$ cat src/hdl/lc3b_types.sv
package lc3b_types;

	// data and address word
	typedef logic [15:0] lc3b_word;

	// register index
	typedef logic [2:0] lc3b_reg;

	// condition codes and branch masks
	typedef logic [2:0] lc3b_nzp;

	typedef enum logic [3:0] {
		op_br   = 4'b0000,
		op_add  = 4'b0001,
		op_ldb  = 4'b0010,
		op_stb  = 4'b0011,
		op_jsr  = 4'b0100,
		op_and  = 4'b0101,
		op_ldr  = 4'b0110,
		op_str  = 4'b0111,
		op_rti  = 4'b1000,
		op_not  = 4'b1001,
		op_ldi  = 4'b1010,
		op_sti  = 4'b1011,
		op_jmp  = 4'b1100,
		op_shf  = 4'b1101,
		op_lea  = 4'b1110,
		op_trap = 4'b1111
	} lc3b_opcode;

	typedef enum logic [2:0] {alu_add, alu_and, alu_not, alu_pass} lc3b_aluop;

endpackage : lc3b_types

$ cat src/hdl/lc3b_ctrl.sv
package lc3b_ctrl;
	import lc3b_types::*;

	typedef struct packed {
		logic sr1_sel;
		logic sr2_sel;
		logic sh6_sel;
		logic imm_sel;
	} id_ctrl;

	typedef struct packed {
		logic [1:0] alumux1_sel;
		logic [1:0] alumux2_sel;
		lc3b_aluop  alu_ctrl;
	} ex_ctrl;

	// branch marks the instructions resolved against the cc register
	typedef struct packed {
		logic indirect;
		logic read;
		logic write;
		logic mem_byte_sig;
		logic branch;
	} mem_ctrl;

	typedef struct packed {
		logic       load_regfile;
		logic [1:0] regfilemux_sel;
		logic       load_cc;
		logic       destmux_sel;
	} wb_ctrl;

	typedef struct packed {
		id_ctrl  id;
		ex_ctrl  ex;
		mem_ctrl mem;
		wb_ctrl  wb;
	} ctrl_word;

	// pc here is already pc+2
	typedef struct packed {
		lc3b_word pc;
		lc3b_word instruction;
	} if_id_reg;

	typedef struct packed {
		ex_ctrl   ex;
		mem_ctrl  mem;
		wb_ctrl   wb;
		lc3b_word pc;
		lc3b_word sr1;
		lc3b_word sr2;
		lc3b_word imm;
		lc3b_reg  dest;
		lc3b_nzp  nzp;
	} id_ex_reg;

	typedef struct packed {
		mem_ctrl  mem;
		wb_ctrl   wb;
		lc3b_word alu;
		lc3b_word store_data;
		lc3b_reg  dest;
		lc3b_nzp  nzp;
	} ex_mem_reg;

	typedef struct packed {
		wb_ctrl   wb;
		lc3b_word alu;
		lc3b_word mdr;
		lc3b_reg  dest;
	} mem_wb_reg;

endpackage : lc3b_ctrl

$ cat src/hdl/decode.sv
module decode import lc3b_types::*, lc3b_ctrl::*; (
	input  lc3b_word instruction,
	output ctrl_word ctrl
);

	lc3b_opcode opcode;
	logic       ir5;

	assign opcode = lc3b_opcode'(instruction[15:12]);
	assign ir5 = instruction[5];

	always_comb begin
		// no-op word unless the opcode is one we run
		ctrl = '0;
		ctrl.ex.alu_ctrl = alu_pass;

		case (opcode)
			op_add: begin
				ctrl.id = '{sr1_sel: 1'b0, sr2_sel: 1'b0, sh6_sel: 1'b0, imm_sel: 1'b0};
				ctrl.ex.alumux1_sel = 2'b00;
				// register or imm5 form
				ctrl.ex.alumux2_sel = ir5 ? 2'b11 : 2'b00;
				ctrl.ex.alu_ctrl = alu_add;
				ctrl.mem = '{indirect: 1'b0, read: 1'b0, write: 1'b0,
					mem_byte_sig: 1'b0, branch: 1'b0};
				ctrl.wb = '{load_regfile: 1'b1, regfilemux_sel: 2'b10,
					load_cc: 1'b1, destmux_sel: 1'b0};
			end

			op_and: begin
				ctrl.id = '{sr1_sel: 1'b0, sr2_sel: 1'b0, sh6_sel: 1'b0, imm_sel: 1'b0};
				ctrl.ex.alumux1_sel = 2'b00;
				ctrl.ex.alumux2_sel = ir5 ? 2'b11 : 2'b00;
				ctrl.ex.alu_ctrl = alu_and;
				ctrl.mem = '{indirect: 1'b0, read: 1'b0, write: 1'b0,
					mem_byte_sig: 1'b0, branch: 1'b0};
				ctrl.wb = '{load_regfile: 1'b1, regfilemux_sel: 2'b10,
					load_cc: 1'b1, destmux_sel: 1'b0};
			end

			op_not: begin
				ctrl.id = '{sr1_sel: 1'b0, sr2_sel: 1'b0, sh6_sel: 1'b0, imm_sel: 1'b0};
				ctrl.ex.alumux1_sel = 2'b00;
				ctrl.ex.alumux2_sel = 2'b00;
				ctrl.ex.alu_ctrl = alu_not;
				ctrl.mem = '{indirect: 1'b0, read: 1'b0, write: 1'b0,
					mem_byte_sig: 1'b0, branch: 1'b0};
				ctrl.wb = '{load_regfile: 1'b1, regfilemux_sel: 2'b10,
					load_cc: 1'b1, destmux_sel: 1'b0};
			end

			op_ldr: begin
				ctrl.id = '{sr1_sel: 1'b0, sr2_sel: 1'b0, sh6_sel: 1'b1, imm_sel: 1'b0};
				// base + offset6*2
				ctrl.ex.alumux1_sel = 2'b00;
				ctrl.ex.alumux2_sel = 2'b01;
				ctrl.ex.alu_ctrl = alu_add;
				ctrl.mem = '{indirect: 1'b0, read: 1'b1, write: 1'b0,
					mem_byte_sig: 1'b0, branch: 1'b0};
				ctrl.wb = '{load_regfile: 1'b1, regfilemux_sel: 2'b00,
					load_cc: 1'b1, destmux_sel: 1'b0};
			end

			op_str: begin
				// sr2 reads the source register from bits 11:9
				ctrl.id = '{sr1_sel: 1'b0, sr2_sel: 1'b1, sh6_sel: 1'b1, imm_sel: 1'b0};
				ctrl.ex.alumux1_sel = 2'b00;
				ctrl.ex.alumux2_sel = 2'b01;
				ctrl.ex.alu_ctrl = alu_add;
				ctrl.mem = '{indirect: 1'b0, read: 1'b0, write: 1'b1,
					mem_byte_sig: 1'b0, branch: 1'b0};
				ctrl.wb = '{load_regfile: 1'b0, regfilemux_sel: 2'b00,
					load_cc: 1'b0, destmux_sel: 1'b0};
			end

			op_br: begin
				ctrl.id = '{sr1_sel: 1'b0, sr2_sel: 1'b0, sh6_sel: 1'b0, imm_sel: 1'b0};
				// target is pc+2 + offset9*2
				ctrl.ex.alumux1_sel = 2'b01;
				ctrl.ex.alumux2_sel = 2'b10;
				ctrl.ex.alu_ctrl = alu_add;
				ctrl.mem = '{indirect: 1'b0, read: 1'b0, write: 1'b0,
					mem_byte_sig: 1'b0, branch: 1'b1};
				ctrl.wb = '{load_regfile: 1'b0, regfilemux_sel: 2'b00,
					load_cc: 1'b0, destmux_sel: 1'b0};
			end

			default: begin
				ctrl = '0;
				ctrl.ex.alu_ctrl = alu_pass;
			end
		endcase
	end

endmodule : decode

$ cat src/hdl/regfile.sv
module regfile import lc3b_types::*; (
	input  logic     clk,
	input  logic     rst,
	input  logic     we,
	input  lc3b_reg  dest,
	input  lc3b_word wdata,
	input  lc3b_reg  src_a,
	input  lc3b_reg  src_b,
	output lc3b_word data_a,
	output lc3b_word data_b
);

	lc3b_word regs [8];

	always_ff @(posedge clk) begin
		if (rst) begin
			for (int i = 0; i < 8; i++) begin
				regs[i] <= '0;
			end
		end else if (we) begin
			regs[dest] <= wdata;
		end
	end

	// write-first so decode sees the value written back this cycle
	assign data_a = (we && dest == src_a) ? wdata : regs[src_a];
	assign data_b = (we && dest == src_b) ? wdata : regs[src_b];

endmodule : regfile

$ cat src/hdl/fetch_stage.sv
module fetch_stage import lc3b_types::*, lc3b_ctrl::*; #(
	parameter lc3b_word RESET_PC = 16'h0000
) (
	input  logic     clk,
	input  logic     rst,
	input  logic     branch_taken,
	input  lc3b_word branch_target,
	output lc3b_word imem_addr,
	input  lc3b_word imem_rdata,
	output if_id_reg if_id
);

	lc3b_word pc;
	lc3b_word pc_plus2;

	assign pc_plus2 = pc + 16'd2;
	assign imem_addr = pc;

	always_ff @(posedge clk) begin
		if (rst) begin
			pc <= RESET_PC;
		end else begin
			pc <= branch_taken ? branch_target : pc_plus2;
		end
	end

	always_ff @(posedge clk) begin
		if_id.pc <= pc_plus2;
		// all-zero word decodes as BR with empty mask
		if (rst) begin
			if_id.instruction <= '0;
		end else begin
			if_id.instruction <= imem_rdata;
		end
	end

endmodule : fetch_stage

$ cat src/hdl/id_stage.sv
module id_stage import lc3b_types::*, lc3b_ctrl::*; (
	input  logic     clk,
	input  logic     rst,
	input  if_id_reg if_id,
	output lc3b_reg  src_a,
	output lc3b_reg  src_b,
	input  lc3b_word data_a,
	input  lc3b_word data_b,
	output id_ex_reg id_ex
);

	ctrl_word ctrl;
	lc3b_word ir;
	lc3b_word imm;
	lc3b_reg  dest;

	assign ir = if_id.instruction;

	decode decode_inst (
		.instruction(ir),
		.ctrl(ctrl)
	);

	assign src_a = ctrl.id.sr1_sel ? ir[11:9] : ir[8:6];
	assign src_b = ctrl.id.sr2_sel ? ir[11:9] : ir[2:0];

	// r7 is the link register
	assign dest = ctrl.wb.destmux_sel ? 3'b111 : ir[11:9];

	always_comb begin
		if (ctrl.id.sh6_sel) begin
			imm = {{9{ir[5]}}, ir[5:0], 1'b0};
		end else if (ctrl.ex.alumux2_sel == 2'b10) begin
			imm = {{6{ir[8]}}, ir[8:0], 1'b0};
		end else begin
			imm = {{11{ir[4]}}, ir[4:0]};
		end
	end

	always_ff @(posedge clk) begin
		id_ex.pc <= if_id.pc;
		id_ex.sr1 <= data_a;
		id_ex.sr2 <= data_b;
		id_ex.imm <= imm;
		id_ex.dest <= dest;
		id_ex.nzp <= ir[11:9];
		if (rst) begin
			id_ex.ex <= '0;
			id_ex.mem <= '0;
			id_ex.wb <= '0;
		end else begin
			id_ex.ex <= ctrl.ex;
			id_ex.mem <= ctrl.mem;
			id_ex.wb <= ctrl.wb;
		end
	end

	// a load and a store never share a slot downstream
	assert property (@(posedge clk) disable iff (rst) !(id_ex.mem.read && id_ex.mem.write))
		else $error("id_ex holds both read and write");

endmodule : id_stage

$ cat src/hdl/ex_stage.sv
module ex_stage import lc3b_types::*, lc3b_ctrl::*; (
	input  logic      clk,
	input  logic      rst,
	input  id_ex_reg  id_ex,
	output ex_mem_reg ex_mem
);

	lc3b_word alu_a;
	lc3b_word alu_b;
	lc3b_word alu_out;

	always_comb begin
		case (id_ex.ex.alumux1_sel)
			2'b01:   alu_a = id_ex.pc;
			default: alu_a = id_ex.sr1;
		endcase
	end

	// 01 offset6, 10 offset9 and 11 imm5 are all prepared in decode
	always_comb begin
		case (id_ex.ex.alumux2_sel)
			2'b00:   alu_b = id_ex.sr2;
			default: alu_b = id_ex.imm;
		endcase
	end

	always_comb begin
		case (id_ex.ex.alu_ctrl)
			alu_add: alu_out = alu_a + alu_b;
			alu_and: alu_out = alu_a & alu_b;
			alu_not: alu_out = ~alu_a;
			default: alu_out = alu_a;
		endcase
	end

	always_ff @(posedge clk) begin
		ex_mem.alu <= alu_out;
		// str source register rides along on sr2
		ex_mem.store_data <= id_ex.sr2;
		ex_mem.dest <= id_ex.dest;
		ex_mem.nzp <= id_ex.nzp;
		if (rst) begin
			ex_mem.mem <= '0;
			ex_mem.wb <= '0;
		end else begin
			ex_mem.mem <= id_ex.mem;
			ex_mem.wb <= id_ex.wb;
		end
	end

endmodule : ex_stage

$ cat src/hdl/mem_wb_stage.sv
module mem_wb_stage import lc3b_types::*, lc3b_ctrl::*; (
	input  logic      clk,
	input  logic      rst,
	input  ex_mem_reg ex_mem,
	output lc3b_word  dmem_addr,
	output lc3b_word  dmem_wdata,
	output logic      dmem_read,
	output logic      dmem_write,
	input  lc3b_word  dmem_rdata,
	output logic      branch_taken,
	output lc3b_word  branch_target,
	output logic      reg_we,
	output lc3b_reg   reg_dest,
	output lc3b_word  reg_wdata
);

	mem_wb_reg mem_wb;
	lc3b_nzp   cc;
	lc3b_nzp   cc_next;

	assign dmem_addr = ex_mem.alu;
	assign dmem_wdata = ex_mem.store_data;
	assign dmem_read = ex_mem.mem.read;
	assign dmem_write = ex_mem.mem.write;

	// taken when mask and flags overlap
	assign branch_taken = ex_mem.mem.branch && |(ex_mem.nzp & cc);
	assign branch_target = ex_mem.alu;

	always_ff @(posedge clk) begin
		mem_wb.alu <= ex_mem.alu;
		mem_wb.mdr <= dmem_rdata;
		mem_wb.dest <= ex_mem.dest;
		if (rst) begin
			mem_wb.wb <= '0;
		end else begin
			mem_wb.wb <= ex_mem.wb;
		end
	end

	assign reg_wdata = (mem_wb.wb.regfilemux_sel == 2'b00) ? mem_wb.mdr : mem_wb.alu;
	assign reg_we = mem_wb.wb.load_regfile;
	assign reg_dest = mem_wb.dest;

	always_comb begin
		if (reg_wdata[15]) begin
			cc_next = 3'b100;
		end else if (reg_wdata == '0) begin
			cc_next = 3'b010;
		end else begin
			cc_next = 3'b001;
		end
	end

	always_ff @(posedge clk) begin
		if (rst) begin
			cc <= '0;
		end else if (mem_wb.wb.load_cc) begin
			cc <= cc_next;
		end
	end

	// a taken branch neither touches memory nor writes a register
	assert property (@(posedge clk) disable iff (rst)
		branch_taken |-> !(ex_mem.mem.read || ex_mem.mem.write || ex_mem.wb.load_regfile))
		else $error("taken branch carries a memory access or register write");

	// decoder never emits the indirect or byte modes
	assert property (@(posedge clk) disable iff (rst)
		!(ex_mem.mem.indirect || ex_mem.mem.mem_byte_sig))
		else $error("unsupported memory mode reached mem");

endmodule : mem_wb_stage

$ cat src/hdl/lc3b_cpu.sv
module lc3b_cpu import lc3b_types::*, lc3b_ctrl::*; #(
	parameter lc3b_word RESET_PC = 16'h0000
) (
	input  logic     clk,
	input  logic     rst,
	output lc3b_word imem_addr,
	input  lc3b_word imem_rdata,
	output lc3b_word dmem_addr,
	output lc3b_word dmem_wdata,
	output logic     dmem_read,
	output logic     dmem_write,
	input  lc3b_word dmem_rdata
);

	if_id_reg  if_id;
	id_ex_reg  id_ex;
	ex_mem_reg ex_mem;
	logic      branch_taken;
	lc3b_word  branch_target;
	logic      reg_we;
	lc3b_reg   reg_dest;
	lc3b_word  reg_wdata;
	lc3b_reg   src_a;
	lc3b_reg   src_b;
	lc3b_word  data_a;
	lc3b_word  data_b;

	fetch_stage #(.RESET_PC(RESET_PC)) fetch_stage_inst (
		.clk(clk),
		.rst(rst),
		.branch_taken(branch_taken),
		.branch_target(branch_target),
		.imem_addr(imem_addr),
		.imem_rdata(imem_rdata),
		.if_id(if_id)
	);

	id_stage id_stage_inst (
		.clk(clk),
		.rst(rst),
		.if_id(if_id),
		.src_a(src_a),
		.src_b(src_b),
		.data_a(data_a),
		.data_b(data_b),
		.id_ex(id_ex)
	);

	ex_stage ex_stage_inst (
		.clk(clk),
		.rst(rst),
		.id_ex(id_ex),
		.ex_mem(ex_mem)
	);

	mem_wb_stage mem_wb_stage_inst (
		.clk(clk),
		.rst(rst),
		.ex_mem(ex_mem),
		.dmem_addr(dmem_addr),
		.dmem_wdata(dmem_wdata),
		.dmem_read(dmem_read),
		.dmem_write(dmem_write),
		.dmem_rdata(dmem_rdata),
		.branch_taken(branch_taken),
		.branch_target(branch_target),
		.reg_we(reg_we),
		.reg_dest(reg_dest),
		.reg_wdata(reg_wdata)
	);

	regfile regfile_inst (
		.clk(clk),
		.rst(rst),
		.we(reg_we),
		.dest(reg_dest),
		.wdata(reg_wdata),
		.src_a(src_a),
		.src_b(src_b),
		.data_a(data_a),
		.data_b(data_b)
	);

endmodule : lc3b_cpu

$ cat config.mk
export PLATFORM = sky130hd
export DESIGN_NAME = lc3b_cpu
export DESIGN_NICKNAME = d
export VERILOG_FILES = /design/src/hdl/lc3b_types.sv /design/src/hdl/lc3b_ctrl.sv /design/src/hdl/decode.sv /design/src/hdl/regfile.sv /design/src/hdl/fetch_stage.sv /design/src/hdl/id_stage.sv /design/src/hdl/ex_stage.sv /design/src/hdl/mem_wb_stage.sv /design/src/hdl/lc3b_cpu.sv
export SDC_FILE = /design/constraint.sdc
export NUM_CORES = 1
export LEC_CHECK = 0
export BUFFER_PORTS_ARGS = -buffer_cell sky130_fd_sc_hd__buf_2
export CAP_MARGIN = 20
export CORE_MARGIN = 5
export CORE_UTILIZATION = 55
export CTS_BUF_LIST = sky130_fd_sc_hd__clkbuf_16
export DETAILED_ROUTE_END_ITERATION = 6
export PLACE_DENSITY = 0.72
export SLEW_MARGIN = 25
export SYNTH_ARGS = -nofsm -noshare
export SYNTH_HDL_FRONTEND = slang
export SYNTH_HIERARCHICAL = 1
export SYNTH_SLANG_ARGS = --single-unit
$ cat constraint.sdc
create_clock -name clk -period 2.8 [get_ports clk]
set_clock_uncertainty 0.05 [all_clocks]
set_input_delay 0.28 -clock clk [delete_from_list [all_inputs] [get_ports clk]]
set_output_delay 0.28 -clock clk [all_outputs]
set_load 0.05 [all_outputs]
=== Word level (Yosys, flattened, before mapping) ===
Memories as Yosys holds them, arrays and structs flattened.
Index checks and enable logic that the tools add are counted.

* $add $sub $neg: 2
* Eq/ne operators: 11
* Multiplexer cells: 23
* Bitwise operators: 3
* Reductions and logical operators: 11

{| class="wikitable"
|+ Operator list
! kind !! number
|-
| 2-to-1 mux 16 bit || 9
|-
| case mux 20 bit (6 select lines) || 1
|-
| case mux 16 bit (3 select lines) || 1
|-
| adder 16 bit || 1
|-
| adder 16 x 2 -> 16 bit (second input constant) || 1
|-
| bitwise AND 16 bit || 1
|-
| zero test 16 bit || 1
|-
| inverter 16 bit || 1
|-
| OR reduction 16 bit || 1
|-
| equality test 4 x 3 -> 1 bit (second input constant) || 3
|-
| 2-to-1 mux 3 bit || 4
|-
| equality test 3 bit || 2
|-
| 2-to-1 mux 1 bit || 6
|-
| equality test 4 x 1 -> 1 bit (second input constant) || 1
|-
| equality test 4 bit (second input constant) || 1
|-
| zero test 2 bit || 2
|-
| zero test 4 bit || 1
|-
| 2-to-1 mux 2 bit || 2
|-
| bitwise AND 3 bit || 1
|-
| equality test 3 x 1 -> 1 bit (second input constant) || 1
|-
| equality test 3 x 2 -> 1 bit (second input constant) || 1
|-
| logical AND 1 bit || 3
|-
| zero test 3 bit || 1
|-
| OR reduction 3 bit || 1
|-
| other kinds (3) || 3
|}

* Bits in registers: 219
* Memory bits (writable): 128
* Bits of input ports: 34
* Output and inout bits: 50
* Word-level logic and storage cells: 87
* Memories kept: 1

{| class="wikitable"
|+ Memory list
! memory !! words !! bits a word !! read ports !! clocked after Yosys merged registers in !! write ports !! RTL line !! RTL
|-
| regfile_inst.regs || 8 || 16 || 2 || 0 || 8 || regfile.sv:13 || <nowiki>lc3b_word regs [8];</nowiki>
|}

=== Longest topological paths before layout ===
* Depth after elaboration: 6
* Gate-level depth with buffers: 14
* Gate-level depth less buffers: 12

=== By module ===
The synthesis kept the hierarchy.

{| class="wikitable"
|+ By module, submodules not included
! module !! times used !! cells each !! area an instance (sq um) !! sequential area each (sq um)
|-
| regfile || 1 || 445 || 7453.4 || 3843.7
|-
| ex_stage || 1 || 295 || 2831.5 || 960.9
|-
| id_stage || 1 || 128 || 2025.7 || 1621.6
|-
| fetch_stage || 1 || 155 || 1640.3 || 960.9
|-
| mem_wb_stage || 1 || 140 || 1599.0 || 840.8
|-
| decode || 1 || 31 || 203.9 || 0.0
|}

=== Least setup slack after synthesis ===
Ideal clock, no wire load.

* Path kind: reg2reg
* Start: reg id_stage_inst/id_ex[86] (netlist name)
* End: reg ex_stage_inst/ex_mem[35] (netlist name)
* Setup time: 0.122 ns
* Arrival time: 2.768 ns
* Data required time: 2.628 ns
* Slack: -0.140 ns
* Stages on the path, launching flop included: 14
* Path buffers: 2
* Period minus slack after synthesis: 2.940 ns
* Cell sequence: dfxtp_1 -> nand2b_4 -> buf_6 -> buf_6 -> mux2i_1 -> inv_1 -> ha_1 -> a21o_1 -> a21oi_1 -> o311ai_1 -> a31oi_1 -> o21ai_1 -> xor2_1 -> a221o_1

* Longest elaborated chain between the ends: 4

{| class="wikitable"
|+ Ends and longest elaborated chain
! what !! RTL line !! RTL
|-
| equality test 2 x 1 -> 1 bit * || ex_stage.sv:13 || <nowiki>case (id_ex.ex.alumux1_sel)</nowiki>
|-
| 2-to-1 mux 16 bit * || ex_stage.sv:13 ||
|-
| adder 16 bit (tied with other cells) || ex_stage.sv:29 || <nowiki>alu_add: alu_out = alu_a + alu_b;</nowiki>
|-
| case mux 16 bit (3 select lines) * || ex_stage.sv:28 || <nowiki>case (id_ex.ex.alu_ctrl)</nowiki>
|-
| net ex_stage_inst.alu_out[13] || ex_stage.sv:10 || <nowiki>lc3b_word alu_out;</nowiki>
|}

Mark *: on every way through the listed nets, which the timed path passes. The rest lies on a longest branch.
A chain may end at the register's enable or synchronous reset.

=== Worst setup path in the final report ===
* Start: reg id_stage_inst/id_ex[86] (netlist name)
* End: reg ex_stage_inst/ex_mem[31] (netlist name)

* Longest elaborated chain between the ends: 4

{| class="wikitable"
|+ Ends and longest elaborated chain
! what !! RTL line
|-
| equality test 2 x 1 -> 1 bit * || ex_stage.sv:13
|-
| 2-to-1 mux 16 bit * || ex_stage.sv:13
|-
| adder 16 bit (tied with other cells) || ex_stage.sv:29
|-
| case mux 16 bit (3 select lines) * || ex_stage.sv:28
|-
| net ex_stage_inst.alu_out[9] || ex_stage.sv:10
|}

Marks and branches as above.

==> metrics list <==
- Result of the run: finished, final reports clean
- Hold Path Class: flip-flop to flip-flop
- Clock transition at path regs: 0.06 ns
* Ratio of cells with drive above 1 in the final layout: 28.5%
- Clock network fraction of total power: 36.7%
- Clock insertion delay at the later pin of the skew report: 0.52 ns
* Cell repeated most along the worst path: sky130_fd_sc_hd__buf_4
- Number of endpoints failing setup at the final stage: 0
- The number of antenna violations at the first check in global routing came to 0.
- Summed over all layers, the routed wires come to 37400 µm.
- Maximum buffer depth of the clock tree: 3
* RSZ-0062 raised after global routing: true
- Global routing consumed, on the met2 layer, 38.7% of the routing resources.
* Count of input and output buffers: 83
- Required arrival time at the worst endpoint: 3.14 ns
- Measured on the finished design, the core utilization comes to 64.0%.
- VDD sags by at most 0.442 mV.
* CTS Buf Count: 35
- Internal Power: 9.10 mW
* Max-Slew Margin vs Limit: 47.6%
* Top Ports: 84
- The total count of max-transition violations in the final report was 0.
- Including well taps, the total number of placed cells is 1572.
- Once detailed placement completed, the half-perimeter wirelength came to 24700 µm.
* Worst hold-check slack: 0.273 ns
- The number of buffers and inverters on the critical path is 3.
* Global-route wire length before repair: 56100 µm
- Counting every instance in the synthesized netlist gives 1179.
- STA classifies the critical path endpoint as a flip-flop.
- Max incr delay on CP: 0.34 ns
* Cell type group with the largest total delay on the critical path: compound AO/OA/AOI/OAI gates
- Average footprint of a synthesized cell: 13.2 µm²
- Number of hold-slack violations in the final timing report: 0
* Switching component of the power: 3.36 mW
- The largest individual stage delay along the critical path comes from the cell sky130_fd_sc_hd__a222oi_1.
- The register with the most flip-flops in the layout has 128 of them.
* Min Clock Period, post-route: 2.77 ns
- The first detailed-routing pass took 5 iterations.
- Power per unit of standard cell area: 698 nW/µm²
- Entering global routing, the biggest net connects 61 pins.
- Along the worst path, the maximum fanout reaches 5.
* Worst slew pin tran: 0.783 ns
- Global routing used 3.94% of the available met3 tracks.
- Highest clock rate: 361 MHz
* CTS tree: built
- Global routing used 23.5% of the available tracks.
* Crit Path Class: flip-flop to flip-flop
* Chip Width: 178 µm
- For this run, design rule violations remaining after detail routing come to 0.
- Starting density of the core: 55.9%
- Mapped cell area: 15600 µm²
- Final critical-path share of the clock period: 98.9%
- Combinational cells account for 16.7% of the total power.
- Total core area: 27900 µm²
- In the routed layout, each cell is associated on average with a via count of 5.68.
- Total congestion overflow: 0
- The tree is rooted in a sky130_fd_sc_hd__clkbuf_16.
* Startpoint Class: flip-flop
- The detail route stage leaves a number of antenna-violating nets equal to 0.
* Switching part of the total power: 27.0%
* Filler-free cell count of the finished design: 1677
* Placement Cell Area: 16100 µm²
- Layer with the highest usage: met2
- Final-stage net count: 1327
- The number of global-route vias before repair came to 9594.
* Final cell area excluding filler cells: 17800 µm²
- DR iter-0 viols: 757
- For this run, global-route usage on met1 was measured as 32.3%.
- Sequential cells burn 46.5% of the power.
- From synthesis to final layout, the design area changed by 14.5%.
- Diode insertion count for antenna repair: 0
- Total Neg Setup Slack: 0 ns
* Clock tree sinks: 341
* Vert. Die Dim: 178 µm
* Arrival time reported for the critical path endpoint: 3.11 ns
* Maximum level of the CTS H-tree: 2
- Total number of vias: 9519
- Summed over all cells, the static leakage comes to 7.47 nW.
- Final RePlAce weighted congestion: 0.872
- In the final routed layout, each cell accounts on average for 22.3 µm.
- The signal on the critical path passes through nand2b_4, buf_4, mux2i_2, inv_1, ha_1, a21o_1, a21oi_4, o311ai_4, a31oi_2, buf_4, xor2_1, a222oi_1.
- Synth Warn #: 6
* Area of the die: 31800 µm²
- Across the run, the number of max-cap violations was 0.
- The floorplan has 61 rows.
## layout by cell type (no fill, tap or decap), drive strengths merged, types with 13 or more instances in the layout
cell type and instances:
mux2i 19, nor2b 55, and2 130, mux4 64, dlygate4sd3 32, clkbuf 37
ha 17, mux2 114, buf 143, o21ai 14, xor2 18, a21oi 34
xnor2 20, dfxtp 213, nand2 27, edfxtp 128, nor2 41, or2 13
inv 45
## routing by layer
layer	vias to the layer above	share of wire, %
met4	0	2.3
met1	4722	42
met5	-	0
li1	4404	-
met3	53	6.8
met2	340	49
## final cells by class
cell class | count | area (µm²)
clock buffers | 36 | 901
clock inverters | 25 | 226
fillers | 2004 | 10000
inverters | 34 | 128
multi-input cells | 687 | 6700
flip-flops and latches | 341 | 8110
well taps | 378 | 473
repair buffers | 176 | 1300
## per-stage QoR
step | worst slack, ns | power (mW)
floorplan | 0.00729 | 7.40
global placement | 0.0390 | 7.79
detailed placement | -0.0293 | 7.82
CTS | 0.0132 | 12.4
global route | -0.0650 | 12.9
finish | 0.0318 | 12.5
## power by group through the flow
stage	Sequential, mW	Clock, mW	Combinational, mW
finish	5.79	4.58	2.09
global route	5.82	4.86	2.22
CTS	5.79	4.65	1.99
detailed placement	5.89	0	1.93
global placement	5.88	0	1.91
floorplan	5.74	0	1.66
## repair_timing
action	in CTS	in global routing
setup buffers	3	8
cloned	0	1
setup endpoints to repair	2	7
resized for setup	3	25
endpoints found under the hold margin	32	0
hold buffers	32	0
pin swaps	4	3
## worst register-to-register path: cells and delay by family, from the launching register on
| kind | cells | cell delay [ns] |
|---|---|---|
| compound gates | 5 | 1.08 |
| buf+inv | 3 | 0.40 |
| fa+ha+maj | 1 | 0.29 |
| simple gates | 1 | 0.19 |
| xor+xnor | 1 | 0.13 |
| mux | 1 | 0.20 |
| flops | 1 | 0.30 |
## worst paths after layout
path | start | end | slack, ns | depth (start not counted)
setup / recovery | id_stage_inst/id_ex[86]$_SDFF_PP0_ | ex_stage_inst/ex_mem[31]$_DFF_P_ | 0.03 | 12
hold / removal | id_stage_inst/id_ex[5]$_SDFF_PP1_ | ex_stage_inst/ex_mem[5]$_DFF_P_ | 0.27 | 0
setup reg to reg | id_stage_inst/id_ex[86]$_SDFF_PP0_ | ex_stage_inst/ex_mem[31]$_DFF_P_ | 0.03 | 12
hold reg to reg | id_stage_inst/id_ex[5]$_SDFF_PP1_ | ex_stage_inst/ex_mem[5]$_DFF_P_ | 0.27 | 0
No activity file was read; power rests on OpenSTA's default activity.
